--- src/source/cnn_conv_defines.svh ---
`ifndef CNN_CONV_DEFINES_SVH
`define CNN_CONV_DEFINES_SVH

// ===========================================================================
// Kernel and frame geometry
// ===========================================================================
`define CNN_KX          5
`define CNN_KY          5
`define CNN_IMG_W       8
`define CNN_IMG_H       8

// ===========================================================================
// Datapath widths
// ===========================================================================
`define CNN_PIX_BW      8   // Input feature
`define CNN_W_BW        8   // Kernel weight
`define CNN_B_BW        16  // Bias
`define CNN_M_BW        16  // Pixel times weight
`define CNN_ACC_BW      21  // Product width plus log2 of 25 taps
`define CNN_OUT_BW      8   // Output pixel

// Output scaling before ReLU
`define CNN_OUT_SHIFT   6

// Window valid to sum valid, in cycles
`define CNN_KERNEL_LAT  2

`endif
--- src/source/cnn_ctrl_pkg.sv ---
`default_nettype none

package cnn_ctrl_pkg;

    // Input side four-phase states
    typedef enum logic [0:0] {
        PIX_IDLE,
        PIX_ACK
    } pix_hs_e;

    // Output side four-phase states
    typedef enum logic [1:0] {
        RES_IDLE,
        RES_REQ,
        RES_RELEASE
    } res_hs_e;

    typedef logic [3:0] fifo_cnt_t;

    typedef struct packed {
        fifo_cnt_t free;   // Slots still open
        logic      empty;
    } fifo_status_t;

endpackage

`default_nettype wire

--- src/source/cnn_data_pkg.sv ---
`default_nettype none

`include "cnn_conv_defines.svh"

package cnn_data_pkg;

    // =======================================================================
    // Scalar widths
    // =======================================================================
    typedef logic signed [`CNN_PIX_BW-1:0] pixel_t;
    typedef logic signed [`CNN_W_BW-1:0]   weight_t;
    typedef logic signed [`CNN_B_BW-1:0]   bias_t;
    typedef logic signed [`CNN_M_BW-1:0]   product_t;
    typedef logic signed [`CNN_ACC_BW-1:0] acc_t;

    // Unsigned after ReLU and saturation
    typedef logic [`CNN_OUT_BW-1:0] result_t;

    // =======================================================================
    // Window and weight sets
    // =======================================================================

    // Row-major, element row*KX+col, col 0 is the oldest column
    typedef struct packed {
        pixel_t [`CNN_KY*`CNN_KX-1:0] px;
    } window_t;

    // Same ordering as the window
    typedef struct packed {
        weight_t [`CNN_KY*`CNN_KX-1:0] w;
    } weights_t;

endpackage

`default_nettype wire

--- src/source/cnn_result_fifo.sv ---
`timescale 1ns/100ps
`default_nettype none

module cnn_result_fifo #(
    parameter int DEPTH = 8
) (
    input  logic                       clk,
    input  logic                       reset_n,
    input  logic                       i_push,
    input  cnn_data_pkg::acc_t         i_push_data,
    input  logic                       i_pop,
    output cnn_data_pkg::acc_t         o_head,
    output cnn_ctrl_pkg::fifo_status_t o_status
);

    import cnn_data_pkg::*;
    import cnn_ctrl_pkg::*;

    localparam int PTR_BW = (DEPTH > 1) ? $clog2(DEPTH) : 1;

    acc_t              mem [DEPTH];
    logic [PTR_BW-1:0] wr_ptr;
    logic [PTR_BW-1:0] rd_ptr;
    fifo_cnt_t         count;
    logic              do_push;
    logic              do_pop;

    assign do_push = i_push && (count != fifo_cnt_t'(DEPTH));
    assign do_pop  = i_pop && (count != '0);

    always_ff @(posedge clk or negedge reset_n) begin
        if (!reset_n) begin
            wr_ptr <= '0;
            rd_ptr <= '0;
            count  <= '0;
        end else begin
            if (do_push) begin
                wr_ptr <= (wr_ptr == PTR_BW'(DEPTH - 1)) ? '0 : wr_ptr + 1'b1;
            end
            if (do_pop) begin
                rd_ptr <= (rd_ptr == PTR_BW'(DEPTH - 1)) ? '0 : rd_ptr + 1'b1;
            end
            case ({do_push, do_pop})
                2'b10:   count <= count + 1'b1;
                2'b01:   count <= count - 1'b1;
                default: count <= count;
            endcase
        end
    end

    // Storage
    always_ff @(posedge clk) begin
        if (do_push) begin
            mem[wr_ptr] <= i_push_data;
        end
    end

    assign o_head         = mem[rd_ptr];   // Valid whenever not empty
    assign o_status.free  = fifo_cnt_t'(DEPTH) - count;
    assign o_status.empty = (count == '0);

endmodule

`default_nettype wire

--- config.mk ---
export PLATFORM = sky130hd
export DESIGN_NAME = cnn_result_fifo
export DESIGN_NICKNAME = d
export VERILOG_FILES = /design/src/source/cnn_ctrl_pkg.sv /design/src/source/cnn_data_pkg.sv /design/src/source/cnn_result_fifo.sv
export VERILOG_INCLUDE_DIRS = /design/src /design/src/source
export SDC_FILE = /design/constraint.sdc
export NUM_CORES = 1
export LEC_CHECK = 0
export BUFFER_PORTS_ARGS = -buffer_cell sky130_fd_sc_hd__buf_2
export CAP_MARGIN = 20
export CORE_MARGIN = 1.5
export CORE_UTILIZATION = 32
export DETAILED_ROUTE_END_ITERATION = 6
export REMOVE_ABC_BUFFERS = 1
export SYNTH_ARGS = -nofsm -noshare
export SYNTH_HDL_FRONTEND = slang
export SYNTH_SLANG_ARGS = --single-unit
--- constraint.sdc ---
create_clock -name clk -period 5.53 [get_ports clk]
set_input_delay 0.2765 -clock clk [delete_from_list [all_inputs] [get_ports clk]]
set_output_delay 0.2765 -clock clk [all_outputs]
set_load 0.02 [all_outputs]
* After elaboration in Yosys (flattened, before gate mapping)
Memory sizes are Yosys's and may differ from the RTL's.
Cells that the tools add are included.
** Storage, ports and cells
- Flip-flop bits (word level) :: 10
- Latch bits :: 0
- Logic and storage cells :: 24
- Bits in writable memories :: 168
- Memories kept :: 1
- Bits of input ports :: 25
- Memory bits (read-only) :: 0
- Output and inout bits :: 26
** Memory list
- mem :: depth 8, bits a word 21, read ports 1, clocked after Yosys merged registers in 0, wr ports 1, RTL line cnn_result_fifo.sv:21 : acc_t mem [DEPTH];
** Operators by class
- Shifts and indexed selects :: 0
- Mux-type cells :: 5
- Reduce and logical (&&, ||, !) cells :: 5
- Multiply operators :: 0
- Add/sub/neg operators :: 5
- Div/mod/pow operators :: 0
- Equality and inequality tests :: 5
- Bitwise gates (word level) :: 0
- $lt $le $gt $ge :: 0
** Operator list (number)
- one-hot mux 4 bit (2 select lines) :: 1
- adder 3 x 1 -> 3 bit (second input constant) :: 2
- == test 3 bit (second input constant) :: 2
- two-way mux 3 bit :: 2
- adder 4 x 1 -> 4 bit (second input constant) :: 1
- zero test 4 bit :: 1
- inequality test 4 bit (second input constant) :: 1
- nonzero test 4 bit :: 1
- subtractor 4 x 1 -> 4 bit (second input constant) :: 1
- subtractor 4 bit (first input constant) :: 1
- == test 2 x 1 -> 1 bit (second input constant) :: 1
- == test 2 bit (second input constant) :: 1
- logical AND 1 bit :: 2
- two-way mux 1 bit :: 2
- nonzero test 2 bit :: 1

* Depth between registers and ports, before layout
- Depth after elaboration :: 4
- Depth in mapped cells :: 10
- Gate-level depth less buffers :: 10

* Worst setup path before layout
Ideal clock, no wire load.
- Kind :: register to register
- From :: reg count[0]
- To :: mem mem[0][0] in the netlist's numbering, enable pin
- Path slack :: 2046 ps
- Setup time :: 452 ps
- Cell stages (with the launch flop) :: 6
- Data arrival time :: 3031 ps
- Path buffers :: 0
- Period minus slack after synthesis :: 3484 ps
- Data required time :: 5078 ps
- Path through :: dfrtp_1 inv_1 ha_1 nand2b_1 o21ai_2 nor4_1
** Between the ends
- Cells in the longest elaborated chain, start to end :: 4
** Ends and longest elaborated chain
- from (decl) :: RTL line cnn_result_fifo.sv:24 : fifo_cnt_t count;
- from (signal assigned) :: RTL line cnn_result_fifo.sv:44 : 2'b10: count <= count + 1'b1;
- from (signal assigned) :: RTL line cnn_result_fifo.sv:45 : 2'b01: count <= count - 1'b1;
- from (signal assigned) :: RTL line cnn_result_fifo.sv:46 : default: count <= count;
- inequality test 4 bit :: RTL line cnn_result_fifo.sv:28 : assign do_push = i_push && (count != fifo_cnt_t'(DEPTH));
- logical AND 1 bit :: RTL line cnn_result_fifo.sv:28
- two-way mux 1 bit :: RTL line cnn_result_fifo.sv:53 : if (do_push) begin
- two-way mux 1 bit (not written as such) :: RTL line cnn_result_fifo.sv:54 : mem[wr_ptr] <= i_push_data;
- to (decl) :: RTL line cnn_result_fifo.sv:21
Every way passes these cells.

* Worst setup path in the final report
- From :: reg rd_ptr[0]
- To :: out o_head[6]
** Between the ends
- Cells in the longest elaborated chain, start to end :: 1
** Ends and longest elaborated chain
- from (decl) :: RTL line cnn_result_fifo.sv:23 : logic [PTR_BW-1:0] rd_ptr;
- from (signal assigned) :: RTL line cnn_result_fifo.sv:41 : rd_ptr <= (rd_ptr == PTR_BW'(DEPTH - 1)) ? '0 : rd_ptr + 1'b1;
- memory read (8 x 21 bit)
- to (decl) :: RTL line cnn_result_fifo.sv:12 : output cnn_data_pkg::acc_t o_head,
Every way passes these cells.

==> tab_implementation.tex <==
\begin{tabular}{lr}
\hline
Metric & Value \\
\hline
\multicolumn{2}{l}{\textbf{Clocking}} \\
Clk buf depth & 2 \\
Reg clk slew, reported paths & 0.07 ns \\
Root buffer cell & clkbuf\_16 \\
TritonCTS clock tree & yes \\
Number of H-tree levels & 4 \\
Insertion delay of the later-clocked pin in the worst-skew pair & 0.42 ns \\
Clk sink count & 178 \\
Num CTS Buffers & 17 \\
\multicolumn{2}{l}{\textbf{Placed design}} \\
Number of port buffers & 50 \\
HPWL Detailed & 7560 um \\
GPL Wtd Cong & 0.741 \\
\multicolumn{2}{l}{\textbf{Power}} \\
Standby leakage power & 2.86 nW \\
Sw Ratio & 0.322 \\
Internal power contribution & 2.98 mW \\
Clock share of power & 0.255 \\
Net switching power of the design & 1.42 mW \\
IR drop worst, VDD & 0.000257 V \\
Comb pwr share & 0.326 \\
Reg power frac & 0.419 \\
Power density over the cells & 526 mW/mm2 \\
\multicolumn{2}{l}{\textbf{STA}} \\
Setup skew after layout & 0.00765 ns \\
Achievable Freq & 0.330 GHz \\
Share of the clock period used by the worst path & 0.548 \\
Slew Limit Headroom & 0.382 \\
Total negative slack for setup checks & 0 ns \\
Transition time at the pin with the least slew margin & 0.922 ns \\
Slew Limit Fails & 0 \\
Final count of hold timing violations & 0 \\
Finish-stage setup viols & 0 \\
Minimum clock period after layout & 3.03 ns \\
Setup repair after global routing missed its margin & false \\
\multicolumn{2}{l}{\textbf{Synthesis}} \\
Number of warnings printed during yosys synthesis & 0 \\
Yosys cell types & 29 \\
Sequential area share after synthesis & 0.737 \\
Number of synthesized register bits & 178 \\
Synthesized cell area & 0.00719 mm2 \\
Average size of a mapped cell & 22.7 um2 \\
Post-synthesis instance total & 317 \\
\multicolumn{2}{l}{\textbf{Routing}} \\
Routed WL per cell & 19.7 um \\
Iteration-0 DRC count of the detailed router & 250 \\
Number of vias after detailed routing & 3275 \\
Via density per instance & 4.85 \\
Number of remaining DRC errors & 6 \\
Residual antenna-violating net count after detailed routing & 0 \\
Router iterations before antenna repair & 7 \\
Sum of routed wire length over all layers & 13300 um \\
\multicolumn{2}{l}{\textbf{Floorplan}} \\
Die Y & 153 um \\
Total core area & 0.0220 mm2 \\
Number of cell rows & 54 \\
Effective utilization at floorplan & 0.327 \\
Area of the die & 0.0234 mm2 \\
Total I/O pin count & 51 \\
Die Width & 153 um \\
\multicolumn{2}{l}{\textbf{GRT}} \\
Antenna violations before repair & 2 \\
Via count of the first global-routing pass & 3543 \\
Total global routing track utilization & 0.121 \\
Leftover overflow at the end of global routing & 0 \\
First-pass GRT wire length & 20400 um \\
Pin count of the biggest net entering global routing & 31 \\
\multicolumn{2}{l}{\textbf{Setup path}} \\
Largest fanout of any net on the critical path & 26 \\
Type of element launching the critical path & register \\
Critical path class & reg2out \\
Required time at the worst-slack endpoint & 5.25 ns \\
Worst path arrival time & 2.75 ns \\
Critical Path End Type & primary output \\
\multicolumn{2}{l}{\textbf{Layout}} \\
Commonest cells after routing, fill and taps aside & edfxtp\_1 (168), buf\_2 (50), mux4\_1 (41) \\
Final core utilization & 0.382 \\
Share of post-route cells with drive strength above 1 & 0.325 \\
Post-layout nets & 415 \\
Synth-to-layout area growth & 16.5\% \\
Most common cell after layout, fill and taps aside & edfxtp\_1 \\
\multicolumn{2}{l}{\textbf{Outcome}} \\
Violated checks & design-rule violations \\
Run status & finished with violations \\
\multicolumn{2}{l}{\textbf{Flow run}} \\
Max-cap violations & 0 \\
\multicolumn{2}{l}{\textbf{Min path}} \\
Worst min path class & in2reg \\
\hline
\end{tabular}
## cell families (layout without fill, tap and decap cells)
group,after synthesis,after routing,share of synthesized area
simple gates,26,26,0.0193
compound gates,10,10,0.00957
other cells,0,1,0
mux,70,70,0.197
buf+inv,20,97,0.0162
flops,178,178,0.737
xor+xnor,4,4,0.00487
fa+ha+maj,9,9,0.0167
## sequential cells by signal (all words and copies together), names as in the netlist
register	flops
rd_ptr	3
wr_ptr	3
mem	168
count	4
## per-layer routing
layer | GRT usage | routed length, um | part of all wire | vias to the layer above
li1 | - | - | - | 1491
met3 | 0.0337 | 440 | 0.033 | 16
met4 | 0.0462 | 146 | 0.011 | 2
met2 | 0.201 | 6600 | 0.50 | 54
met5 | 0 | 13 | 0.00098 | -
met1 | 0.151 | 6120 | 0.46 | 1712
## cell usage after synthesis, drive strengths merged
master	number	share of area
a2111o	1	0.0016
a21oi	2	0.0014
buf	6	0.0089
clkbuf	8	0.0042
dfrtp	10	0.035
edfxtp	168	0.70
fa	1	0.0028
ha	8	0.014
inv	6	0.0031
mux2	28	0.044
mux4	42	0.15
nand2	3	0.0016
nand2b	3	0.0026
nand3	2	0.0014
nor2	6	0.0031
nor2b	2	0.0017
nor3	5	0.0035
nor3b	3	0.0031
nor4	1	0.00087
o211ai	2	0.0021
o21ai	4	0.0033
o311ai	1	0.0012
or4b	1	0.0014
xnor2	3	0.0037
xor2	1	0.0012
## critical path: stages, from the launching register on
cell and delay (ns):
dfrtp_2 0.73, buf_4 0.49, mux4_1 0.61, mux2_2 0.30, buf_2 0.17
## per-stage QoR
stage / hold slack (ns) / power, mW / instance area (um2) / setup WS, ns / std cells
2_1_floorplan: -0.0191 / 2.84 / 7100 / 1.90 / 303
3_3_place_gp: 0.153 / 3.30 / 7810 / 2.60 / 641
3_5_place_dp: 0.157 / 3.34 / 7810 / 2.49 / 641
4_1_cts: 0.0957 / 4.47 / 8380 / 2.42 / 674
5_1_grt: 0.108 / 4.63 / 8380 / 2.31 / 674
6_report: 0.111 / 4.40 / 8380 / 2.50 / 675
## final cells by class
cell class              count  area (um2)
diodes                      1        2.50
clock buffers              19         433
clock inverters            13         126
fillers                  1977       13600
inverters                   6        22.5
multi-input cells         119        1830
flip-flops and latches    178        5300
well taps                 280         350
repair buffers             59         320
## final timing paths
| check | from | endpoint | slack, ns | cells past startpoint |
|---|---|---|---|---|
| min in group asynchronous | reset_n | count[2] | 0.24 | 2 |
| worst max-delay path | rd_ptr[0] | o_head[6] | 2.50 | 4 |
| worst max register to register | count[0] | count[3] | 2.50 | 9 |
| max in group asynchronous | reset_n | rd_ptr[0] | 5.07 | 2 |
| worst min register to register | count[1] | count[1] | 0.55 | 2 |
| worst min-delay path | i_push_data[20] | mem[6][20] | 0.11 | 1 |
## power groups by stage
stage | Combinational [mW] | Clock [mW] | Sequential (mW)
finish | 1.44 | 1.12 | 1.84
global route | 1.56 | 1.20 | 1.87
CTS | 1.47 | 1.15 | 1.85
detailed placement | 1.47 | 0 | 1.88
global placement | 1.44 | 0 | 1.86
floorplan | 0.938 | 0 | 1.90
## timing repair
action | CTS | global route
hold buffers | 1 | 0
buffers inserted | 0 | 0
endpoints found under the hold margin | 10 | 0
gates resized for setup | 0 | 0
(Power assumes the default switching activity.)
