[src/source/cnn_conv_defines.svh]
`ifndef CNN_CONV_DEFINES_SVH
`define CNN_CONV_DEFINES_SVH

// ===========================================================================
// Kernel and frame geometry
// ===========================================================================
`define CNN_KX          5
`define CNN_KY          5
`define CNN_IMG_W       8
`define CNN_IMG_H       8

// ===========================================================================
// Datapath widths
// ===========================================================================
`define CNN_PIX_BW      8   // Input feature
`define CNN_W_BW        8   // Kernel weight
`define CNN_B_BW        16  // Bias
`define CNN_M_BW        16  // Pixel times weight
`define CNN_ACC_BW      21  // Product width plus log2 of 25 taps
`define CNN_OUT_BW      8   // Output pixel

// Output scaling before ReLU
`define CNN_OUT_SHIFT   6

// Window valid to sum valid, in cycles
`define CNN_KERNEL_LAT  2

`endif
[src/source/cnn_ctrl_pkg.sv]
`default_nettype none

package cnn_ctrl_pkg;

    // Input side four-phase states
    typedef enum logic [0:0] {
        PIX_IDLE,
        PIX_ACK
    } pix_hs_e;

    // Output side four-phase states
    typedef enum logic [1:0] {
        RES_IDLE,
        RES_REQ,
        RES_RELEASE
    } res_hs_e;

    typedef logic [3:0] fifo_cnt_t;

    typedef struct packed {
        fifo_cnt_t free;   // Slots still open
        logic      empty;
    } fifo_status_t;

endpackage

`default_nettype wire

[src/source/cnn_data_pkg.sv]
`default_nettype none

`include "cnn_conv_defines.svh"

package cnn_data_pkg;

    // =======================================================================
    // Scalar widths
    // =======================================================================
    typedef logic signed [`CNN_PIX_BW-1:0] pixel_t;
    typedef logic signed [`CNN_W_BW-1:0]   weight_t;
    typedef logic signed [`CNN_B_BW-1:0]   bias_t;
    typedef logic signed [`CNN_M_BW-1:0]   product_t;
    typedef logic signed [`CNN_ACC_BW-1:0] acc_t;

    // Unsigned after ReLU and saturation
    typedef logic [`CNN_OUT_BW-1:0] result_t;

    // =======================================================================
    // Window and weight sets
    // =======================================================================

    // Row-major, element row*KX+col, col 0 is the oldest column
    typedef struct packed {
        pixel_t [`CNN_KY*`CNN_KX-1:0] px;
    } window_t;

    // Same ordering as the window
    typedef struct packed {
        weight_t [`CNN_KY*`CNN_KX-1:0] w;
    } weights_t;

endpackage

`default_nettype wire

[src/source/cnn_output_stage.sv]
`timescale 1ns/100ps
`default_nettype none

`include "cnn_conv_defines.svh"

module cnn_output_stage (
    input  logic                       clk,
    input  logic                       reset_n,
    input  cnn_data_pkg::bias_t        i_bias,
    input  cnn_data_pkg::acc_t         i_head,
    input  cnn_ctrl_pkg::fifo_status_t i_fifo_status,
    input  logic                       i_res_ack,
    output logic                       o_pop,
    output logic                       o_res_req,
    output cnn_data_pkg::result_t      o_res_data
);

    import cnn_data_pkg::*;
    import cnn_ctrl_pkg::*;

    localparam int SUM_BW = `CNN_ACC_BW + 1;

    res_hs_e                  state;
    logic signed [SUM_BW-1:0] biased;
    logic signed [SUM_BW-1:0] scaled;
    result_t                  clamped;
    result_t                  res_q;

    // ========================================================================
    // Bias, scale, ReLU and saturation
    // ========================================================================
    always_comb begin
        biased = SUM_BW'(i_head) + SUM_BW'(i_bias);
        scaled = biased >>> `CNN_OUT_SHIFT;
        if (scaled < 0) begin
            clamped = '0;                                     // ReLU
        end else if (scaled > SUM_BW'(2**`CNN_OUT_BW - 1)) begin
            clamped = '1;                                     // Saturate high
        end else begin
            clamped = result_t'(scaled);
        end
    end

    // ========================================================================
    // Output four-phase handshake
    // ========================================================================
    assign o_pop = (state == RES_IDLE) && !i_fifo_status.empty;

    always_ff @(posedge clk or negedge reset_n) begin
        if (!reset_n) begin
            state <= RES_IDLE;
        end else begin
            case (state)
                RES_IDLE:    if (o_pop) state <= RES_REQ;
                RES_REQ:     if (i_res_ack) state <= RES_RELEASE;
                RES_RELEASE: if (!i_res_ack) state <= RES_IDLE;
                default:     state <= RES_IDLE;
            endcase
        end
    end

    // Result captured as the head is popped
    always_ff @(posedge clk) begin
        if (o_pop) begin
            res_q <= clamped;
        end
    end

    assign o_res_req  = (state == RES_REQ);
    assign o_res_data = res_q;

endmodule

`default_nettype wire

[config.mk]
export PLATFORM = sky130hd
export DESIGN_NAME = cnn_output_stage
export DESIGN_NICKNAME = d
export VERILOG_FILES = /design/src/source/cnn_ctrl_pkg.sv /design/src/source/cnn_data_pkg.sv /design/src/source/cnn_output_stage.sv
export VERILOG_INCLUDE_DIRS = /design/src /design/src/source
export SDC_FILE = /design/constraint.sdc
export NUM_CORES = 1
export LEC_CHECK = 0
export BUFFER_PORTS_ARGS = -buffer_cell sky130_fd_sc_hd__buf_2
export CAP_MARGIN = 10
export CORE_ASPECT_RATIO = 0.75
export CORE_MARGIN = 2
export CORE_UTILIZATION = 35
export CTS_CLUSTER_DIAMETER = 30
export CTS_CLUSTER_SIZE = 24
export DETAILED_ROUTE_END_ITERATION = 8
export PLACE_DENSITY = 0.61
export SLEW_MARGIN = 10
export SYNTH_ARGS = -nofsm -noshare
export SYNTH_HDL_FRONTEND = slang
export SYNTH_SLANG_ARGS = --single-unit
[constraint.sdc]
create_clock -name clk -period 3.45 [get_ports clk]
set_input_delay 0.69 -clock clk [delete_from_list [all_inputs] [get_ports clk]]
set_output_delay 0.69 -clock clk [all_outputs]
set_load 0.02 [all_outputs]
== Word level (Yosys, flattened, before mapping) ==
Index checks and enable logic that the tools add are counted.
Widths: inputs -> output; s select.

* Add/subtract/negate cells: 1
* Magnitude comparators: 2
* Equal/unequal tests: 5
* Muxes and demuxes: 5
* Reductions and logical operators: 4

{| class="wikitable"
|+ Operators with widths
! kind !! number
|-
| $add 21x16->22 || 1
|-
| $gt 16x9->1 const B || 1
|-
| $lt 16x1->1 const B || 1
|-
| $mux 8 || 1
|-
| $mux 2 || 3
|-
| $ne 2x2->1 const B || 3
|-
| $pmux 2 s3 || 1
|-
| $reduce_and 3->1 || 1
|-
| $eq 2x1->1 const B || 1
|-
| $eq 2x2->1 const B || 1
|-
| $logic_not 2->1 || 1
|-
| $logic_and 1x1->1 || 1
|-
| $logic_not 1->1 || 1
|}

* Bits in registers: 10
* Input port bits: 45
* Output and inout port bits: 10

== Logic depth before layout (Yosys ltp) ==
Gate-level depths: netlist of the first run.

* Word-level depth: 4
* Depth in mapped cells: 10
* Gate-level depth less buffers: 9

== Least setup slack after synthesis of the first run ==
No wires, ideal clock.

* Path type: input port to flip-flop
* From: input i_bias[5]
* To: register res_q[6], in the netlist o_res_data[6] (data pin)
* Data arrival time: 2.491 ns
* Data required time: 3.180 ns
* Setup slack: 0.689 ns
* Stages: 9
* Buffers on the path: 0
* Path through: ha_1 > a21oi_2 > a21boi_2 > o31ai_4 > nand3_2 > a31o_1 > xor2_1 > nor3_4 > a31oi_1

* Word-level cells in the longest chain between the ends: 3

{| class="wikitable"
|+ RTL lines
! element !! line !! source
|-
| start: declaration || cnn_output_stage.sv:9 || <nowiki>input cnn_data_pkg::bias_t i_bias,</nowiki>
|-
| $add 21x16->22 * || cnn_output_stage.sv:33 || <nowiki>biased = SUM_BW'(i_head) + SUM_BW'(i_bias);</nowiki>
|-
| $gt 16x9->1 || cnn_output_stage.sv:37 || <nowiki>end else if (scaled > SUM_BW'(2**`CNN_OUT_BW - 1)) begin</nowiki>
|-
| $mux 8 || cnn_output_stage.sv:37 ||
|-
| end signal: assignment || cnn_output_stage.sv:65 || <nowiki>res_q <= clamped;</nowiki>
|-
| end: declaration || cnn_output_stage.sv:27 || <nowiki>result_t res_q;</nowiki>
|}

Every way passes the cells marked *; elsewhere a longest branch is shown, timed or not.
A chain may end at the register's enable or synchronous reset.

== Worst setup path in the final report of the first run ==
* From: input i_bias[5]
* To: register res_q[2], in the netlist o_res_data[2] (data pin)

Same word-level chain as after synthesis.

==> metrics.cfg, run 1 <==
[status]
outcome=finished, final reports clean

[place]
globalplace.congestion=0.810
detailed_place_hpwl_um=2740
place.port_buffers=50
dp.cells=269

[floorplan]
die_h_um=59.4
core_um2=3980
initial_core_util=0.360
die_x_um=77.9
die_area_um2=4630
core.rowCount=20
io_pins=55

[synthesis]
netlist_area_um2=1430
postSynthNetCount=232
ys_seq_area_frac=0.203
async_reset_ff_frac=0.200
synth-main-ff-cell=sky130_fd_sc_hd__edfxtp_1
yosysTopAreaCellShare=0.175
synth-edff-count=8
synth_seq_cells=10
yosysWarningCount=0
synth.avg_cell_area_um2=8.58
ys_top_cells_by_area=sky130_fd_sc_hd__ha_1 17%, sky130_fd_sc_hd__edfxtp_1 17%, sky130_fd_sc_hd__a21oi_1 7.3%
synth_cell_types=41
syn_inst=167
yosysTopAreaCell=sky130_fd_sc_hd__ha_1

[sta]
fmaxAchievable_mhz=347
finalSetupViolCount=0
finalHoldViolCount=0
worst_pin_slew_ns=0.404
setup_tns_ns=0
grt_setup_unrepaired=false
timing.final.crit_share=0.836
finalWorstPathRequiredPeriod_ns=2.89
timing_max_transition_violations_final=0
timing.clock.skew_ns=0.00492
max_slew_margin=0.728

[setup_path]
worst_setup_ep_type=flip-flop
crit_arrival_ns=2.84
r2r_slack_ns=2.30
r2r-end=o_res_data[0]$_SDFFCE_PP0P_
critical_path_class=primary input to flip-flop
r2r_cells=2
rr_startpoint=state[0]$_DFFE_PN0P_
critical_path_required_ns=3.40
crit_path_start_kind=primary input
critPathMaxFanout=8

[cts]
post-cts-setup-buffers=0
clkLatencyLatePin_ns=0.23
post_cts_clock_slew_at_the_launch_and_capture_registers_of_the_worst_setup_and_hold_paths_ns=0.04
hold_buffers=0
cts_buffers=3
cts-root-to-sink-buffers=2
clkSinkCount=10
ctsRootBufferMaster=sky130_fd_sc_hd__clkbuf_8
cts_repair_resize_count=0
cts_tree=built
cts.htree.levels=1

[drt]
viasPerCell=5.20
drc=0
drt_pre_antenna_iters=4
route.antenna.remaining_nets=0
detail_route.iter0.violations=56
routed-via-count=1420
wl_per_cell_um=11.7
finalWirelength_um=3200

[flow_run]
cap_viol_max_count=0

[grt]
first_pass_grt_wire_length_um=5420
grt_antenna_before_repair=0
global_route.overflow_total=0
grt_pass1_vias=1194
grt_start_max_net_pins=10
globalRouteTotalUtil=0.143

[layout]
number_of_nets_at_the_end_of_the_flow=284
most_frequent_cells_in_the_layout=50 x sky130_fd_sc_hd__buf_2, 21 x sky130_fd_sc_hd__a21oi_1, 20 x sky130_fd_sc_hd__ha_1
footprint_of_the_multi_input_gates_um2=1100
seq_area_um2=290
fillerInstances=410
flow.area_growth_from_synthesis_pct=24.3
drive_above_1_share=0.326
num_antenna_cells=0
mostFrequentLayoutCell=sky130_fd_sc_hd__buf_2
fin_cells=273

[pwr]
power-per-cell-area_nw_per_um2=383
static-leakage-power_nw=0.786
vdd_drop_max_mv=0.207

[min_path]
hp-class=primary input to async pin

==> synth_stat cells, types with 2 or more instances <==
| cell | instances |
|---|---|
| sky130_fd_sc_hd__nand3_1 | 7 |
| sky130_fd_sc_hd__nor3_4 | 2 |
| sky130_fd_sc_hd__nor3_1 | 6 |
| sky130_fd_sc_hd__a31oi_1 | 10 |
| sky130_fd_sc_hd__a211oi_1 | 2 |
| sky130_fd_sc_hd__nor2_1 | 10 |
| sky130_fd_sc_hd__xnor2_1 | 11 |
| sky130_fd_sc_hd__a21oi_1 | 21 |
| sky130_fd_sc_hd__o21a_1 | 2 |
| sky130_fd_sc_hd__inv_1 | 3 |
| sky130_fd_sc_hd__edfxtp_1 | 8 |
| sky130_fd_sc_hd__nand4_1 | 5 |
| sky130_fd_sc_hd__xor2_1 | 4 |
| sky130_fd_sc_hd__nand2_1 | 13 |
| sky130_fd_sc_hd__o21bai_1 | 3 |
| sky130_fd_sc_hd__ha_1 | 20 |
| sky130_fd_sc_hd__clkbuf_2 | 2 |
| sky130_fd_sc_hd__a21o_1 | 4 |
| sky130_fd_sc_hd__a21oi_2 | 2 |
| sky130_fd_sc_hd__dfrtp_1 | 2 |
| sky130_fd_sc_hd__o41ai_2 | 2 |
| sky130_fd_sc_hd__o21ai_0 | 8 |
| sky130_fd_sc_hd__buf_2 | 2 |
==> report_power, final <==
group	switching, mW	internal, mW	total, mW
sequential	0.0151	0.175	0.190
combinational	0.218	0.153	0.371
clock	0.0392	0.0803	0.120
==> state kept, by name, indices dropped and copies added, names as in the netlist <==
name        count
o_res_data      8
state           2
==> cell families (layout without fill, tap and decap cells) <==
logic type | after synthesis | after routing | share of synthesized area
flops | 10 | 10 | 0.203
mux | 1 | 1 | 0.00786
fa+ha+maj | 20 | 20 | 0.175
compound gates | 61 | 61 | 0.293
buf+inv | 8 | 59 | 0.0297
xor+xnor | 15 | 15 | 0.0917
simple gates | 52 | 52 | 0.201
==> worst max-delay path: stages <==
cell                       delay, ns
sky130_fd_sc_hd__buf_2          0.10
sky130_fd_sc_hd__ha_1           0.38
sky130_fd_sc_hd__a21oi_2        0.24
sky130_fd_sc_hd__a21boi_2       0.13
sky130_fd_sc_hd__o31ai_4        0.26
sky130_fd_sc_hd__nand3_2        0.14
sky130_fd_sc_hd__a31o_1         0.27
sky130_fd_sc_hd__xor2_1         0.17
sky130_fd_sc_hd__nor3_4         0.31
sky130_fd_sc_hd__a31oi_1        0.14
==> metrics by stage <==
| step | total power [mW] | hold WS [ns] | worst slack (ns) | utilization | area [µm²] |
|---|---|---|---|---|---|
| 4_1_cts | 0.688 | 0.235 | 0.583 | 0.447 | 1780 |
| 5_1_grt | 0.736 | 0.234 | 0.370 | 0.447 | 1780 |
| 3_5_place_dp | 0.563 | 0.478 | 0.347 | 0.436 | 1740 |
| 2_1_floorplan | 0.463 | 0.394 | 0.689 | - | 1430 |
| 3_3_place_gp | 0.559 | 0.477 | 0.381 | 0.436 | 1740 |
| 6_report | 0.681 | 0.241 | 0.565 | 0.447 | 1780 |
==> worst max-delay path by stage <==
stage | startpoint | slack (ns) | end
CTS | i_bias[5] | 0.58 | o_res_data[2]$_SDFFCE_PP0P_
global placement | i_bias[5] | 0.38 | o_res_data[5]$_SDFFCE_PP0P_
global route | i_bias[2] | 0.37 | o_res_data[1]$_SDFFCE_PP0P_
finish | i_bias[5] | 0.56 | o_res_data[2]$_SDFFCE_PP0P_
floorplan | i_bias[5] | 0.69 | o_res_data[6]$_SDFFCE_PP0P_
detailed placement | i_bias[2] | 0.35 | o_res_data[2]$_SDFFCE_PP0P_
==> final cells by class <==
type / instances / share of cell area
multi-input cells: 149 / 0.618
well taps: 55 / 0.0387
flip-flops and latches: 10 / 0.163
clock buffers: 4 / 0.0253
repair buffers: 52 / 0.149
inverters: 3 / 0.00632
==> per-layer routing <==
| layer | wire length, µm | share of wire | track usage |
|---|---|---|---|
| met1 | 1840 | 0.58 | 0.241 |
| met2 | 1140 | 0.36 | 0.191 |
| met5 | 0 | 0 | 0 |
| met3 | 212 | 0.066 | 0.0107 |
| met4 | 6 | 0.0019 | 0.0306 |
(Power assumes the default switching activity.)
==> run 2: changes to the inputs <==
- clock period: 3.45 -> 2.8 ns (I/O delays scaled with it)
==> run 2 against run 1 <==
Effect of this change:
- sequential power grew 23%
- final cell count grew 8.8%
- hold slack lost 0.13 ns
- global-route usage grew 0.55 points
- sequential share of layout area shrank 1.5 points
==> metrics.cfg, run 2 (synthesis gave the netlist of run 1 again) <==
[status]
outcome=finished, final reports clean

[grt]
grt_antenna_before_repair=0
grt_start_max_net_pins=10
first_pass_grt_wire_length_um=5640
global_route.overflow_total=0
globalRouteTotalUtil=0.149
grt_pass1_vias=1291

[drt]
met1Wirelength_um=1810
wl_met3_um=193
viasPerCell=4.96
met2_length_um=1130
finalWirelength_um=3160
route.antenna.remaining_nets=0
routed-via-count=1474
drc=0
drt_pre_antenna_iters=4
detail_route.iter0.violations=51
wl_per_cell_um=10.6
top_layer=met4

[cts]
post_cts_clock_slew_at_the_launch_and_capture_registers_of_the_worst_setup_and_hold_paths_ns=0.04
post-cts-setup-buffers=0
clkLatencyLatePin_ns=0.23
cts_tree=built
cts_buffers=3
hold_buffers=0
ctsRootBufferMaster=sky130_fd_sc_hd__clkbuf_8
cts.htree.levels=1
cts-root-to-sink-buffers=2
cts_repair_resize_count=0
clkSinkCount=10

[sta]
timing.hold.ws_ns=0.108
grt_setup_unrepaired=false
max_slew_margin=0.771
finalSetupViolCount=0
fmaxAchievable_mhz=383
finalHoldViolCount=0
worst_pin_slew_ns=0.340
finalWorstPathRequiredPeriod_ns=2.61
timing.final.crit_share=0.933
timing.clock.skew_ns=0.00214
timing_max_transition_violations_final=0

[setup_path]
worst_path_max_delay_cell=sky130_fd_sc_hd__ha_1
worst_setup_ep_type=flip-flop
critPathBufInv=1
crit_family=compound AO/OA/AOI/OAI gates
worst_path_largest_cell_delay_ns=0.34
timing.critical_path.cells=buf_2 > ha_1 > a21oi_2 > a21boi_2 > o31ai_4 > nand3_2 > a31o_1 > xor2_1 > nor3_4 > a31oi_1
crit_arrival_ns=2.57
critPathMaxFanout=8
crit_path_start_kind=primary input
critical_path_class=primary input to flip-flop
critical_path_required_ns=2.76

[floorplan]
die_area_um2=4630
io_pins=55
core_um2=3980
die_h_um=59.4
die_x_um=77.9
initial_core_util=0.360
core.rowCount=20

[min_path]
hp-class=primary input to async pin

[layout]
num_antenna_cells=0
layout.core_utilization=0.494
mostFrequentLayoutCell=sky130_fd_sc_hd__buf_2
number_of_nets_at_the_end_of_the_flow=308
fin_cells=297
flow.area_growth_from_synthesis_pct=37.1
most_frequent_cells_in_the_layout=50 x sky130_fd_sc_hd__buf_2, 26 x sky130_fd_sc_hd__buf_4, 20 x sky130_fd_sc_hd__a21oi_1, 20 x sky130_fd_sc_hd__ha_1, 13 x sky130_fd_sc_hd__nand2_1
drive_above_1_share=0.397
largest_reg_flops=8

[place]
globalplace.congestion=0.851
detailed_place_hpwl_um=2810
dp.cells=293
place.port_buffers=50

[flow_run]
cap_viol_max_count=0

[pwr]
power-per-cell-area_nw_per_um2=446
static-leakage-power_nw=0.901
p_total_uw=877
vdd_drop_max_mv=0.268

==> run 2: cell count changes in the layout (fill, tap and decap cells not counted), sizes merged <==
cell / before / now
clkinv: 0 / 1
buf: 52 / 76
clkbuf: 4 / 3
==> run 2: worst reg2reg max path, stage by stage (launching register included) <==
cell and delay, ns:
sky130_fd_sc_hd__dfrtp_1 0.39, sky130_fd_sc_hd__nor3_1 0.24, sky130_fd_sc_hd__buf_4 0.22
==> run 2: path summary, 6_finish.rpt <==
kind,start,endpoint,slack [ns],cells after the start
max,i_bias[5],o_res_data[5]$_SDFFCE_PP0P_,0.19,10
min,reset_n,state[0]$_DFFE_PN0P_,0.11,1
max reg2reg,state[0]$_DFFE_PN0P_,o_res_data[0]$_SDFFCE_PP0P_,1.65,2
min reg2reg,state[0]$_DFFE_PN0P_,state[1]$_DFFE_PN0P_,0.57,2
max in group asynchronous,reset_n,state[1]$_DFFE_PN0P_,2.60,1
min in group clk,i_res_ack,state[1]$_DFFE_PN0P_,0.57,3
==> run 2: where the power goes <==
group | total [mW] | switching, mW | leakage, nW | internal (mW)
logic | 0.501 | 0.275 | 0.779 | 0.226
clock network | 0.143 | 0.0476 | 0.0231 | 0.0952
registers | 0.233 | 0.0177 | 0.0990 | 0.216
==> run 2: metrics by stage <==
| stage | setup TNS (ns) | instance area, µm² | setup WS, ns |
|---|---|---|---|
| finish | 0 | 1960 | 0.187 |
| global route | 0 | 1960 | 0.00730 |
| CTS | 0 | 1960 | 0.126 |
| detailed placement | -0.849 | 1920 | -0.120 |
| global placement | -0.685 | 1920 | -0.0954 |
| floorplan | 0 | 1430 | 0.169 |
==> run 2: area by class of cell <==
type                       instances  area, µm²
clock buffer                       3       41.3
clock inverter                     1       3.75
fill                             397       2010
inverter                           3       11.3
multi-input combinational        149       1100
sequential                        10        290
tap                               55       68.8
timing repair buffer              76        445
==> run 2: metal layers <==
metal,vias to the layer above,GRT usage
li1,798,-
met1,626,0.234
met2,47,0.212
met3,3,0.0168
met4,0,0.0383
met5,-,0
