==> src/source/cnn_conv_defines.svh <==
`ifndef CNN_CONV_DEFINES_SVH
`define CNN_CONV_DEFINES_SVH

// ===========================================================================
// Kernel and frame geometry
// ===========================================================================
`define CNN_KX          5
`define CNN_KY          5
`define CNN_IMG_W       8
`define CNN_IMG_H       8

// ===========================================================================
// Datapath widths
// ===========================================================================
`define CNN_PIX_BW      8   // Input feature
`define CNN_W_BW        8   // Kernel weight
`define CNN_B_BW        16  // Bias
`define CNN_M_BW        16  // Pixel times weight
`define CNN_ACC_BW      21  // Product width plus log2 of 25 taps
`define CNN_OUT_BW      8   // Output pixel

// Output scaling before ReLU
`define CNN_OUT_SHIFT   6

// Window valid to sum valid, in cycles
`define CNN_KERNEL_LAT  2

`endif
==> src/source/cnn_ctrl_pkg.sv <==
`default_nettype none

package cnn_ctrl_pkg;

    // Input side four-phase states
    typedef enum logic [0:0] {
        PIX_IDLE,
        PIX_ACK
    } pix_hs_e;

    // Output side four-phase states
    typedef enum logic [1:0] {
        RES_IDLE,
        RES_REQ,
        RES_RELEASE
    } res_hs_e;

    typedef logic [3:0] fifo_cnt_t;

    typedef struct packed {
        fifo_cnt_t free;   // Slots still open
        logic      empty;
    } fifo_status_t;

endpackage

`default_nettype wire

==> src/source/cnn_data_pkg.sv <==
`default_nettype none

`include "cnn_conv_defines.svh"

package cnn_data_pkg;

    // =======================================================================
    // Scalar widths
    // =======================================================================
    typedef logic signed [`CNN_PIX_BW-1:0] pixel_t;
    typedef logic signed [`CNN_W_BW-1:0]   weight_t;
    typedef logic signed [`CNN_B_BW-1:0]   bias_t;
    typedef logic signed [`CNN_M_BW-1:0]   product_t;
    typedef logic signed [`CNN_ACC_BW-1:0] acc_t;

    // Unsigned after ReLU and saturation
    typedef logic [`CNN_OUT_BW-1:0] result_t;

    // =======================================================================
    // Window and weight sets
    // =======================================================================

    // Row-major, element row*KX+col, col 0 is the oldest column
    typedef struct packed {
        pixel_t [`CNN_KY*`CNN_KX-1:0] px;
    } window_t;

    // Same ordering as the window
    typedef struct packed {
        weight_t [`CNN_KY*`CNN_KX-1:0] w;
    } weights_t;

endpackage

`default_nettype wire

==> src/source/cnn_window_gen.sv <==
`timescale 1ns/100ps
`default_nettype none

`include "cnn_conv_defines.svh"

module cnn_window_gen (
    input  logic                       clk,
    input  logic                       reset_n,
    input  logic                       i_pix_req,
    input  cnn_data_pkg::pixel_t       i_pix_data,
    input  cnn_ctrl_pkg::fifo_status_t i_fifo_status,
    input  logic                       i_sum_valid,
    output logic                       o_pix_ack,
    output logic                       o_win_valid,
    output cnn_data_pkg::window_t      o_window
);

    import cnn_data_pkg::*;
    import cnn_ctrl_pkg::*;

    localparam int COL_BW    = $clog2(`CNN_IMG_W);
    localparam int ROW_BW    = $clog2(`CNN_IMG_H);
    localparam int ROWS_HELD = `CNN_KY - 1;

    pix_hs_e           pix_state;
    logic [COL_BW-1:0] col;
    logic [ROW_BW-1:0] row;
    logic [1:0]        in_flight;    // Windows not yet pushed into the FIFO
    logic [4:0]        free_ext;
    logic [4:0]        need;
    logic              accept;
    logic              completes;

    pixel_t  line_buf [ROWS_HELD][`CNN_IMG_W];
    pixel_t  new_col [`CNN_KY];
    window_t win_q;

    // =======================================================================
    // Input handshake and back-pressure
    // =======================================================================
    assign free_ext  = {1'b0, i_fifo_status.free};
    assign need      = {3'b000, in_flight} + 5'd3;
    assign accept    = (pix_state == PIX_IDLE) && i_pix_req && (free_ext >= need);
    assign completes = (row >= ROW_BW'(`CNN_KY - 1)) && (col >= COL_BW'(`CNN_KX - 1));
    assign o_pix_ack = (pix_state == PIX_ACK);

    always_ff @(posedge clk or negedge reset_n) begin
        if (!reset_n) begin
            pix_state   <= PIX_IDLE;
            col         <= '0;
            row         <= '0;
            in_flight   <= '0;
            o_win_valid <= 1'b0;
        end else begin
            case (pix_state)
                PIX_IDLE: begin
                    if (accept) begin
                        pix_state <= PIX_ACK;
                    end
                end
                PIX_ACK: begin
                    if (!i_pix_req) begin
                        pix_state <= PIX_IDLE;   // Source released, drop ack
                    end
                end
                default: pix_state <= PIX_IDLE;
            endcase

            // Raster position, wraps into the next frame
            if (accept) begin
                if (col == COL_BW'(`CNN_IMG_W - 1)) begin
                    col <= '0;
                    row <= (row == ROW_BW'(`CNN_IMG_H - 1)) ? '0 : row + 1'b1;
                end else begin
                    col <= col + 1'b1;
                end
            end

            o_win_valid <= accept && completes;

            case ({o_win_valid, i_sum_valid})
                2'b10:   in_flight <= in_flight + 1'b1;
                2'b01:   in_flight <= in_flight - 1'b1;
                default: in_flight <= in_flight;
            endcase
        end
    end

    // =======================================================================
    // Line buffers and 5x5 shift window
    // =======================================================================

    // Column entering the window, oldest row first
    always_comb begin
        for (int r = 0; r < ROWS_HELD; r++) begin
            new_col[r] = line_buf[r][col];
        end
        new_col[ROWS_HELD] = i_pix_data;
    end

    always_ff @(posedge clk) begin
        if (accept) begin
            for (int r = 0; r < ROWS_HELD; r++) begin
                line_buf[r][col] <= new_col[r+1];   // Each row moves up one
            end
            for (int r = 0; r < `CNN_KY; r++) begin
                for (int c = 0; c < `CNN_KX - 1; c++) begin
                    win_q.px[r*`CNN_KX + c] <= win_q.px[r*`CNN_KX + c + 1];
                end
                win_q.px[r*`CNN_KX + `CNN_KX - 1] <= new_col[r];
            end
        end
    end

    assign o_window = win_q;

endmodule

`default_nettype wire

==> config.mk <==
export PLATFORM = sky130hd
export DESIGN_NAME = cnn_window_gen
export DESIGN_NICKNAME = d
export VERILOG_FILES = /design/src/source/cnn_ctrl_pkg.sv /design/src/source/cnn_data_pkg.sv /design/src/source/cnn_window_gen.sv
export VERILOG_INCLUDE_DIRS = /design/src /design/src/source
export SDC_FILE = /design/constraint.sdc
export NUM_CORES = 1
export LEC_CHECK = 0
export BUFFER_PORTS_ARGS = -buffer_cell sky130_fd_sc_hd__buf_2
export CELL_PAD_IN_SITES_DETAIL_PLACEMENT = 1
export CELL_PAD_IN_SITES_GLOBAL_PLACEMENT = 1
export CORE_ASPECT_RATIO = 1.1
export CORE_MARGIN = 2
export CORE_UTILIZATION = 49
export DETAILED_ROUTE_END_ITERATION = 10
export GPL_TIMING_DRIVEN = 0
export HOLD_SLACK_MARGIN = 0.08
export PLACE_DENSITY_LB_ADDON = 0.15
export SLEW_MARGIN = 5
export SYNTH_ARGS = -nofsm -noshare
export SYNTH_HDL_FRONTEND = slang
export SYNTH_SLANG_ARGS = --single-unit
export TNS_END_PERCENT = 1
==> constraint.sdc <==
create_clock -name clk -period 6.94 [get_ports clk]
set_clock_uncertainty 0.15 [all_clocks]
set_input_delay 0.694 -clock clk [delete_from_list [all_inputs] [get_ports clk]]
set_output_delay 0.694 -clock clk [all_outputs]
set_load 0.01 [all_outputs]
After elaboration in Yosys (flattened, before gate mapping)
Memories as Yosys holds them, arrays and structs flattened.
Cells that the tools add are included.
{ "classes": {"n_addsub": 5, "order_cmp": 5, "n_eq_ne": 4, "mux": 21, "n_bitwise": 2, "n_reduce_logical": 7} }
{ "op_table": {"columns": ["op", "count"], "rows": [
  ["8-bit binary-select mux with 3-bit select", 4],
  ["8-bit two-way mux", 9],
  ["64-bit two-way mux", 1],
  ["8-bit demux with 3-bit select", 1],
  ["3-bit by 1-bit adder with 3-bit output, second input constant", 2],
  ["3-bit equality test, second input constant", 2],
  ["3-bit >= comparator, second input constant", 2],
  ["3-bit two-way mux", 2],
  ["1-bit logical AND", 5],
  ["4-bit by 3-bit >= comparator with 1-bit output", 1],
  ["4-bit >= comparator, second input constant", 1],
  ["4-bit by 1-bit less-than comparator with 1-bit output, second input constant", 1],
  ["3-bit NOT with 4-bit output", 1],
  ["2-bit case mux with 2 select lines", 1],
  ["2-bit by 2-bit adder with 3-bit output, second input constant", 1],
  ["2-bit by 1-bit adder with 2-bit output, second input constant", 1],
  ["2-bit by 1-bit equality test with 1-bit output, second input constant", 1],
  ["2-bit equality test, second input constant", 1],
  ["1-bit two-way mux", 2],
  ["1-bit case mux with 2 select lines", 1],
  ["2-bit AND reduction", 1],
  ["2-bit nonzero test", 1],
  ["2-bit by 1-bit subtractor with 2-bit output, second input constant", 1],
  ["1-bit NOT", 1]
]} }
{ "totals": {"regBits": 210, "ramBits": 256, "in_bits": 17, "out_inout_bits": 202, "word_cells": 75, "n_memories": 1} }
{ "mem_list": {"columns": ["name", "depth", "width", "rd", "rd_ports_with_merged_regs", "wr", "line_no", "text"], "rows": [
  ["line_buf", 4, 64, 4, 0, 4, "cnn_window_gen.sv:34", "pixel_t line_buf [ROWS_HELD][`CNN_IMG_W];"]
]} }

Depth between registers and ports, before layout
Gate-level depths: netlist of the first run.
{ "depth": {"depth_word": 6, "depth_mapped": 7, "ltp_nobuf": 7} }

Least setup slack after synthesis of the first run
No wires, ideal clock.
{ "synth_path": {"path_type": "register to register", "from": "register in_flight[0]", "to": "register win_q, in the netlist o_window[0], enable pin", "setup_ps": 551, "t_arrival_ps": 5251, "required_ps": 6239, "slack_ps": 988, "stages_incl_launch_ff": 8, "path_buffers": 0, "period_less_slack_ps": 5952, "cell_sequence": "dfrtp_1 inv_1 ha_1 ha_1 nand2_1 o21ai_2 nand2_2 inv_1"} }
{ "synth_between": {"elab_chain_len": 3} }
{ "synth_lines": {"columns": ["item", "line_no", "text"], "rows": [
  ["start: declaration", "cnn_window_gen.sv:28", "logic [1:0] in_flight;"],
  ["start signal: assignment", "cnn_window_gen.sv:82", "2'b10: in_flight <= in_flight + 1'b1;"],
  ["start signal: assignment", "cnn_window_gen.sv:83", "2'b01: in_flight <= in_flight - 1'b1;"],
  ["start signal: assignment", "cnn_window_gen.sv:84", "default: in_flight <= in_flight;"],
  ["2-bit by 2-bit adder with 3-bit output", "cnn_window_gen.sv:42", "assign need = {3'b000, in_flight} + 5'd3;"],
  ["net need[0]", "cnn_window_gen.sv:30", "logic [4:0] need;"],
  ["4-bit by 3-bit >= comparator with 1-bit output", "cnn_window_gen.sv:43", "assign accept = (pix_state == PIX_IDLE) && i_pix_req && (free_ext >= need);"],
  ["1-bit logical AND", "cnn_window_gen.sv:43", null],
  ["net accept", "cnn_window_gen.sv:31", "logic accept;"],
  ["end: declaration", "cnn_window_gen.sv:36", "window_t win_q;"]
]} }
The timed path passes the listed nets, and every way through them passes these cells.
A chain may end at the register's enable or synchronous reset.

==> metrics.md, run 1 <==
| Metric | Value |
|---|---|
| Std-Cell Rows | `70` |
| DRC viols | `0` |
| Overall power | `0.00878 W` |
| Dpl cells | `1432` |
| RR Startpoint | `in_flight[0]$_DFFE_PN0P_` |
| Via Count | `8467` |
| Setup violations, final | `0` |
| Slew Viols, Final | `0` |
| DR vias/cell | `5.58` |
| Initial antenna violation count | `1` |
| Layout cells sized above 1 | `0.346` |
| I/O pin count | `219` |
| FF+latch count, synth | `466` |
| Hold_buf cts | `1` |
| Crit path launch | `in_flight[0]$_DFFE_PN0P_` |
| Commonest cells after routing, fill and taps aside | `edfxtp_1, buf_2, clkbuf_16` |
| Fin. Hold Viols | `0` |
| Critical-path cell list | `inv_1 -> ha_1 -> ha_1 -> nand2_1 -> o21ai_2 -> nand2_2 -> nor3_2 -> buf_6 -> buf_6` |
| First drt pass iteration count | `5` |
| Status | `finished, final reports clean` |
| Hpwl dp | `22300 um` |
| Most common cell after layout, fill and taps aside | `edfxtp_1` |
| Aggregate global routing overflow | `0` |
| Core Util, Final | `0.596` |
| Critical path class | `reg2reg` |
| Fmax | `313 MHz` |
| Syn nets | `788` |
| Max_slew headroom | `0.199` |
| Fraction of registers with async set/reset | `0.0215` |
| H-tree depth | `2` |
| Final ANT Viol Nets | `0` |
| CTS tree | `yes` |
| Hold Path Origin | `i_pix_req` |
| Height of the die | `196 um` |
| CP arrival | `3.31 ns` |
| Synth unique cells | `47` |
| HP Class | `in2reg` |
| Cell area power density | `446 nW/um^2` |
| Syn Std Cell Area | `16300 um^2` |
| Root Buffer | `clkbuf_16` |
| Crit-path slowest cell | `nor3_2` |
| Post_cts resized | `0` |
| Total track usage | `0.204` |
| Die X | `178 um` |
| Post-synthesis sequential area ratio | `0.853` |
| Core area | `33000 um^2` |
| Fin nets | `1076` |
| Fillcell total | `2908` |
| Setup TNS | `0 ns` |
| Port Buffer Count | `217` |
| Routed len/inst | `23.4 um` |
| Avg Cell Area, Syn | `21.4 um^2` |
| Clock latency on the worst-skew pair | `0.56 ns` |
| Die ar. | `34800 um^2` |
| Inserted Diodes | `0` |
| Reg clk slew, reported paths | `0.06 ns` |
| RSZ-0062 raised after global routing | `false` |
| Startpoint types | `flip-flop` |
| Largest net degree at the start of global routing | `122` |
| Crit path max fanout | `8` |
| Post-CTS setup buffer count | `0` |
| Ys Warns | `0` |
| Total routed wirelength | `35400 um` |
| First-pass GRT wire length | `52600 um` |
| Worst Path Required | `7.05 ns` |
| Gpl congestion | `0.734` |
| CP Capture Type | `flip-flop` |
| Pin slew with the least headroom to its limit | `1.19 ns` |
| Initial DRC count | `668` |
| # clock sinks | `466` |
| Vias in the first global route | `8779` |
| Initial Util | `0.495` |
| Finished Layout Cells | `1517` |
| Cells after Synth | `762` |
| Peak supply drop | `0.279 mV` |
| Final Cycle Share | `0.460` |
| Max cap viols | `0` |
| Crit path time final | `3.19 ns` |
| R2R depth | `9` |
| Area growth syn-to-layout | `20.5%` |
| Post-synth top flop | `edfxtp_1` |
| CP max stage delay | `0.72 ns` |
| Total CTS buffers | `47` |
| Lkg Pwr | `6.96 nW` |
| Final hold slack | `0.237 ns` |
| CTS max path bufs | `3` |
| Number of synthesized flops with an enable pin | `456` |
| Hold Path Depth | `2` |
[registers in the layout, indices dropped and copies added (netlist names)]
register,cells
line_buf,256
o_window,200
col,3
row,3
in_flight,2
o_pix_ack,1
o_win_valid,1
[worst max-delay path, delay by kind of cell (launching register included)]
family	cells	cell delay, ns
buf+inv	3	0.50
fa+ha+maj	2	0.57
compound gates	1	0.26
simple gates	3	1.03
flops	1	0.40
[layer usage]
| layer | wire length, um | part of all wire | GRT usage |
|---|---|---|---|
| met5 | 0 | 0 | 0 |
| met4 | 758 | 0.021 | 0.0610 |
| met3 | 2460 | 0.069 | 0.0370 |
| met2 | 17800 | 0.50 | 0.339 |
| met1 | 14500 | 0.41 | 0.275 |
[cells by family after synthesis]
| kind of cell | count (synthesis) | synth area share |
|---|---|---|
| AND/OR/NAND/NOR | 73 | 0.0214 |
| XOR/XNOR | 3 | 0.00161 |
| buffers and inverters | 36 | 0.0151 |
| multiplexers | 68 | 0.0552 |
| adder cells (fa/ha/maj) | 9 | 0.00689 |
| flip-flops | 466 | 0.853 |
| AO/OA/AOI/OAI | 107 | 0.0464 |
[stage by stage]
stage	area [um^2]	setup slack, ns
after global placement	18000	-0.819
after floorplan	16300	0.988
after global routing	19700	3.46
final	19700	3.75
after CTS	19700	3.61
after detailed placement	18300	3.55
[Yosys cell counts (5+ instances only)]
library cell / count / area [um^2]
edfxtp_1: 456 / 13700
mux2i_1: 38 / 380
nand2_1: 28 / 105
a221oi_1: 25 / 219
nor2_1: 19 / 71.3
a21oi_1: 18 / 90.1
mux4_2: 16 / 360
o22ai_1: 16 / 100
o21ai_0: 14 / 70.1
a22oi_1: 13 / 97.6
mux2_2: 13 / 146
dfrtp_1: 10 / 250
buf_4: 9 / 67.6
ha_1: 9 / 113
buf_6: 7 / 78.8
buf_2: 6 / 30.0
a22o_1: 5 / 43.8
inv_1: 5 / 18.8
[report_power, final]
part / internal, W / total (W) / switching [W] / leakage, nW
Combinational: 0.000736 / 0.00232 / 0.00159 / 1.98
Clock: 0.00127 / 0.00228 / 0.00101 / 0.679
Sequential: 0.00402 / 0.00418 / 0.000161 / 4.30
[worst paths after layout]
kind,end,slack (ns)
setup / recovery,line_buf[3][13]$_DFFE_PP_,3.75
hold / removal,o_pix_ack$_DFF_PN0_,0.24
setup reg to reg,line_buf[3][13]$_DFFE_PP_,3.75
hold reg to reg,o_window[105]$_DFFE_PP_,0.28
max in group asynchronous,row[0]$_DFFE_PN0P_,6.05
min in group asynchronous,o_win_valid$_DFF_PN0_,0.39
[area by class of cell]
type,instances,area [um^2],share of cell area
plain buffers,28,211,0.0107
clock buffers,61,1250,0.0635
clock inverters,23,133,0.00674
inverters,8,42.5,0.00216
multi-input cells,260,2190,0.111
flip-flops and latches,466,13900,0.708
well taps,432,541,0.0275
repair buffers,239,1370,0.0697
Power figures use the tool's default switching activity.
==> run 2: changes to the inputs <==
ABC_AREA = 1   (was default)
CORE_UTILIZATION = 48   (was 49)
clock period = 3.15 ns   (was 6.94 ns; I/O delays follow)
==> metrics.md, run 2 <==
| Metric | Value |
|---|---|
| Slew Viols, Final | `0` |
| Final Cycle Share | `0.938` |
| Height of the die | `199 um` |
| Initial Util | `0.487` |
| Syn Std Cell Area | `16700 um^2` |
| Most common cell after layout, fill and taps aside | `edfxtp_1` |
| Capturing point of the worst reg2reg path | `line_buf[0][24]$_DFFE_PP_` |
| HP Class | `in2reg` |
| Clock latency on the worst-skew pair | `0.56 ns` |
| Overall power | `0.0192 W` |
| Most instantiated library cell after synthesis | `edfxtp_1` |
| Lkg Pwr | `7.56 nW` |
| Max_slew headroom | `0.510` |
| Root Buffer | `clkbuf_16` |
| Post-synth top flop | `edfxtp_1` |
| Cell family with most CP delay | `simple AND/OR/NAND/NOR gates` |
| Fin. Hold Viols | `0` |
| RR Startpoint | `in_flight[0]$_DFFE_PN0P_` |
| Aggregate global routing overflow | `0` |
| Startpoint types | `flip-flop` |
| Max cap viols | `0` |
| Total track usage | `0.217` |
| Port Buffer Count | `217` |
| Post-synthesis sequential area ratio | `0.837` |
| Number of synthesized flops with an enable pin | `456` |
| RSZ-0062 raised after global routing | `false` |
| Total routed wirelength | `38900 um` |
| Fin nets | `1384` |
| Reg clk slew, reported paths | `0.06 ns` |
| First-pass GRT wire length | `58800 um` |
| Crit path max fanout | `17` |
| Std-Cell Rows | `71` |
| Commonest cells after routing, fill and taps aside | `edfxtp_1, nand2_1, buf_2` |
| WP buf/inv | `3` |
| First drt pass iteration count | `5` |
| Via Count | `9599` |
| Ys Warns | `0` |
| CTS tree | `yes` |
| Worst Path Required | `3.25 ns` |
| Crit path time final | `2.95 ns` |
| Area leader, netlist | `edfxtp_1` |
| Critical path class | `reg2reg` |
| Critical-path cell list | `inv_1 -> ha_1 -> ha_1 -> nand4_1 -> nand3_2 -> nand2_4 -> buf_6 -> nor2_4 -> buf_16` |
| CP max stage delay | `0.54 ns` |
| CTS max path bufs | `3` |
| CP arrival | `3.06 ns` |
| Final ANT Viol Nets | `0` |
| Initial antenna violation count | `0` |
| Post-synth top area share | `0.822` |
| Largest net degree at the start of global routing | `44` |
| Routed len/inst | `21.3 um` |
| Syn nets | `1091` |
| R2R setup slack | `0.20 ns` |
| Worst Hold End | `row[1]$_DFFE_PN0P_` |
| Layout cells sized above 1 | `0.246` |
| Initial DRC count | `597` |
| Commonest cells in the netlist | `edfxtp_1, nand2_1, a21oi_1` |
| Gpl congestion | `0.757` |
| H-tree depth | `2` |
| Main area contributors after synthesis | `edfxtp_1, nand2_1, a21oi_1, dfrtp_1, o21ai_0` |
| Hpwl dp | `24500 um` |
| Total CTS buffers | `46` |
| Setup violations, final | `0` |
| Fraction of registers with async set/reset | `0.0215` |
| Max FFs per register | `256` |
| Cells after Synth | `1065` |
| Core area | `34200 um^2` |
| DRC viols | `0` |
| FF+latch count, synth | `466` |
| Die X | `182 um` |
| Peak supply drop | `0.533 mV` |
| Largest reg by FF count | `line_buf` |
| Crit-path slowest cell | `nor2_4` |
| Pin slew with the least headroom to its limit | `0.735 ns` |
| Vias in the first global route | `10100` |
| R2R depth | `9` |
| Hold Path Origin | `i_fifo_status[4]` |
| Synth unique cells | `26` |
| Hold Path Depth | `5` |
| Crit-path most repeated cell | `ha_1` |
| # clock sinks | `466` |
| Fmax | `338 MHz` |
| CP Capture Type | `flip-flop` |
| Cell area power density | `955 nW/um^2` |
| Avg Cell Area, Syn | `15.6 um^2` |
| Inserted Diodes | `0` |
| I/O pin count | `219` |
| Status | `finished, final reports clean` |
| Core Util, Final | `0.589` |
| DR vias/cell | `5.25` |
| Area growth syn-to-layout | `20.9%` |
| Die ar. | `36200 um^2` |
==> run 2: cell type report <==
type,count,area [um^2]
Multi-Input combinational cell,513,2360
Sequential cell,466,13900
Clock inverter,17,77.6
Tap cell,438,548
Buffer,39,254
Timing Repair inverter,1,5.00
Clock buffer,65,1240
Inverter,47,183
Fill cell,3251,14100
Timing Repair Buffer,244,1520
==> run 2: metal layers <==
layer,GRT usage,routed length [um],vias up
met2,0.391,20300,317
met1,0.270,15400,4822
li1,-,-,4389
met4,0.0674,910,0
met3,0.0361,2250,71
met5,0,0,-
==> run 2: cell families (layout without fill, tap and decap cells) <==
logic type | after synthesis | in the layout | synth area share
flops | 466 | 466 | 0.837
buf+inv | 86 | 413 | 0.0256
fa+ha+maj | 9 | 9 | 0.00676
compound gates | 125 | 125 | 0.0377
simple gates | 377 | 377 | 0.0918
xor+xnor | 2 | 2 | 0.00105
==> run 2: how the worst max path moves through the flow <==
| stage | startpoint | endpoint | slack [ns] | depth (start not counted) |
|---|---|---|---|---|
| 6_report | in_flight[0]$_DFFE_PN0P_ | line_buf[0][24]$_DFFE_PP_ | 0.20 | 9 |
| 5_1_grt | in_flight[0]$_DFFE_PN0P_ | line_buf[1][39]$_DFFE_PP_ | 0.01 | 11 |
| 4_1_cts | in_flight[0]$_DFFE_PN0P_ | line_buf[1][54]$_DFFE_PP_ | 0.04 | 9 |
| 3_5_place_dp | in_flight[0]$_DFFE_PN0P_ | o_window[20]$_DFFE_PP_ | -0.28 | 12 |
| 3_3_place_gp | in_flight[0]$_DFFE_PN0P_ | o_window[44]$_DFFE_PP_ | -3.24 | 9 |
| 2_1_floorplan | in_flight[0]$_DFFE_PN0P_ | o_window[0]$_DFFE_PP_ | -1.77 | 9 |
==> run 2: worst min-delay path, stage by stage <==
cell     delay [ns]
buf_2          0.11
nor2_1         0.05
nand3_2        0.14
nand4_1        0.09
nand2_1        0.07
==> run 2: power breakdown <==
part	internal (W)	total, W	switching [W]
sequential	0.00885	0.00921	0.000362
clock	0.00274	0.00493	0.00219
combinational	0.00138	0.00510	0.00372
total	0.0130	0.0192	0.00627
==> run 2: stage by stage <==
step           hold slack [ns]  setup WS [ns]  TNS (ns)  area (um^2)  instances
3_5_place_dp            0.0511         -0.282    -13.30        18700       1733
6_report                 0.108          0.195         0        20100       1830
4_1_cts                 0.0865         0.0435         0        20100       1829
3_3_place_gp            0.0406          -3.24  -1092.92        18300       1720
5_1_grt                  0.123         0.0133         0        20100       1830
2_1_floorplan           -0.131          -1.77   -429.39        16700       1065
==> run 2: timing repair <==
item	in CTS	in global routing
hold endpoints to repair	88	0
buffers inserted	1	1
cloned	1	0
gates resized for setup	0	3
pin swaps	0	1
setup endpoints to repair	83	156
hold buffers	12	0
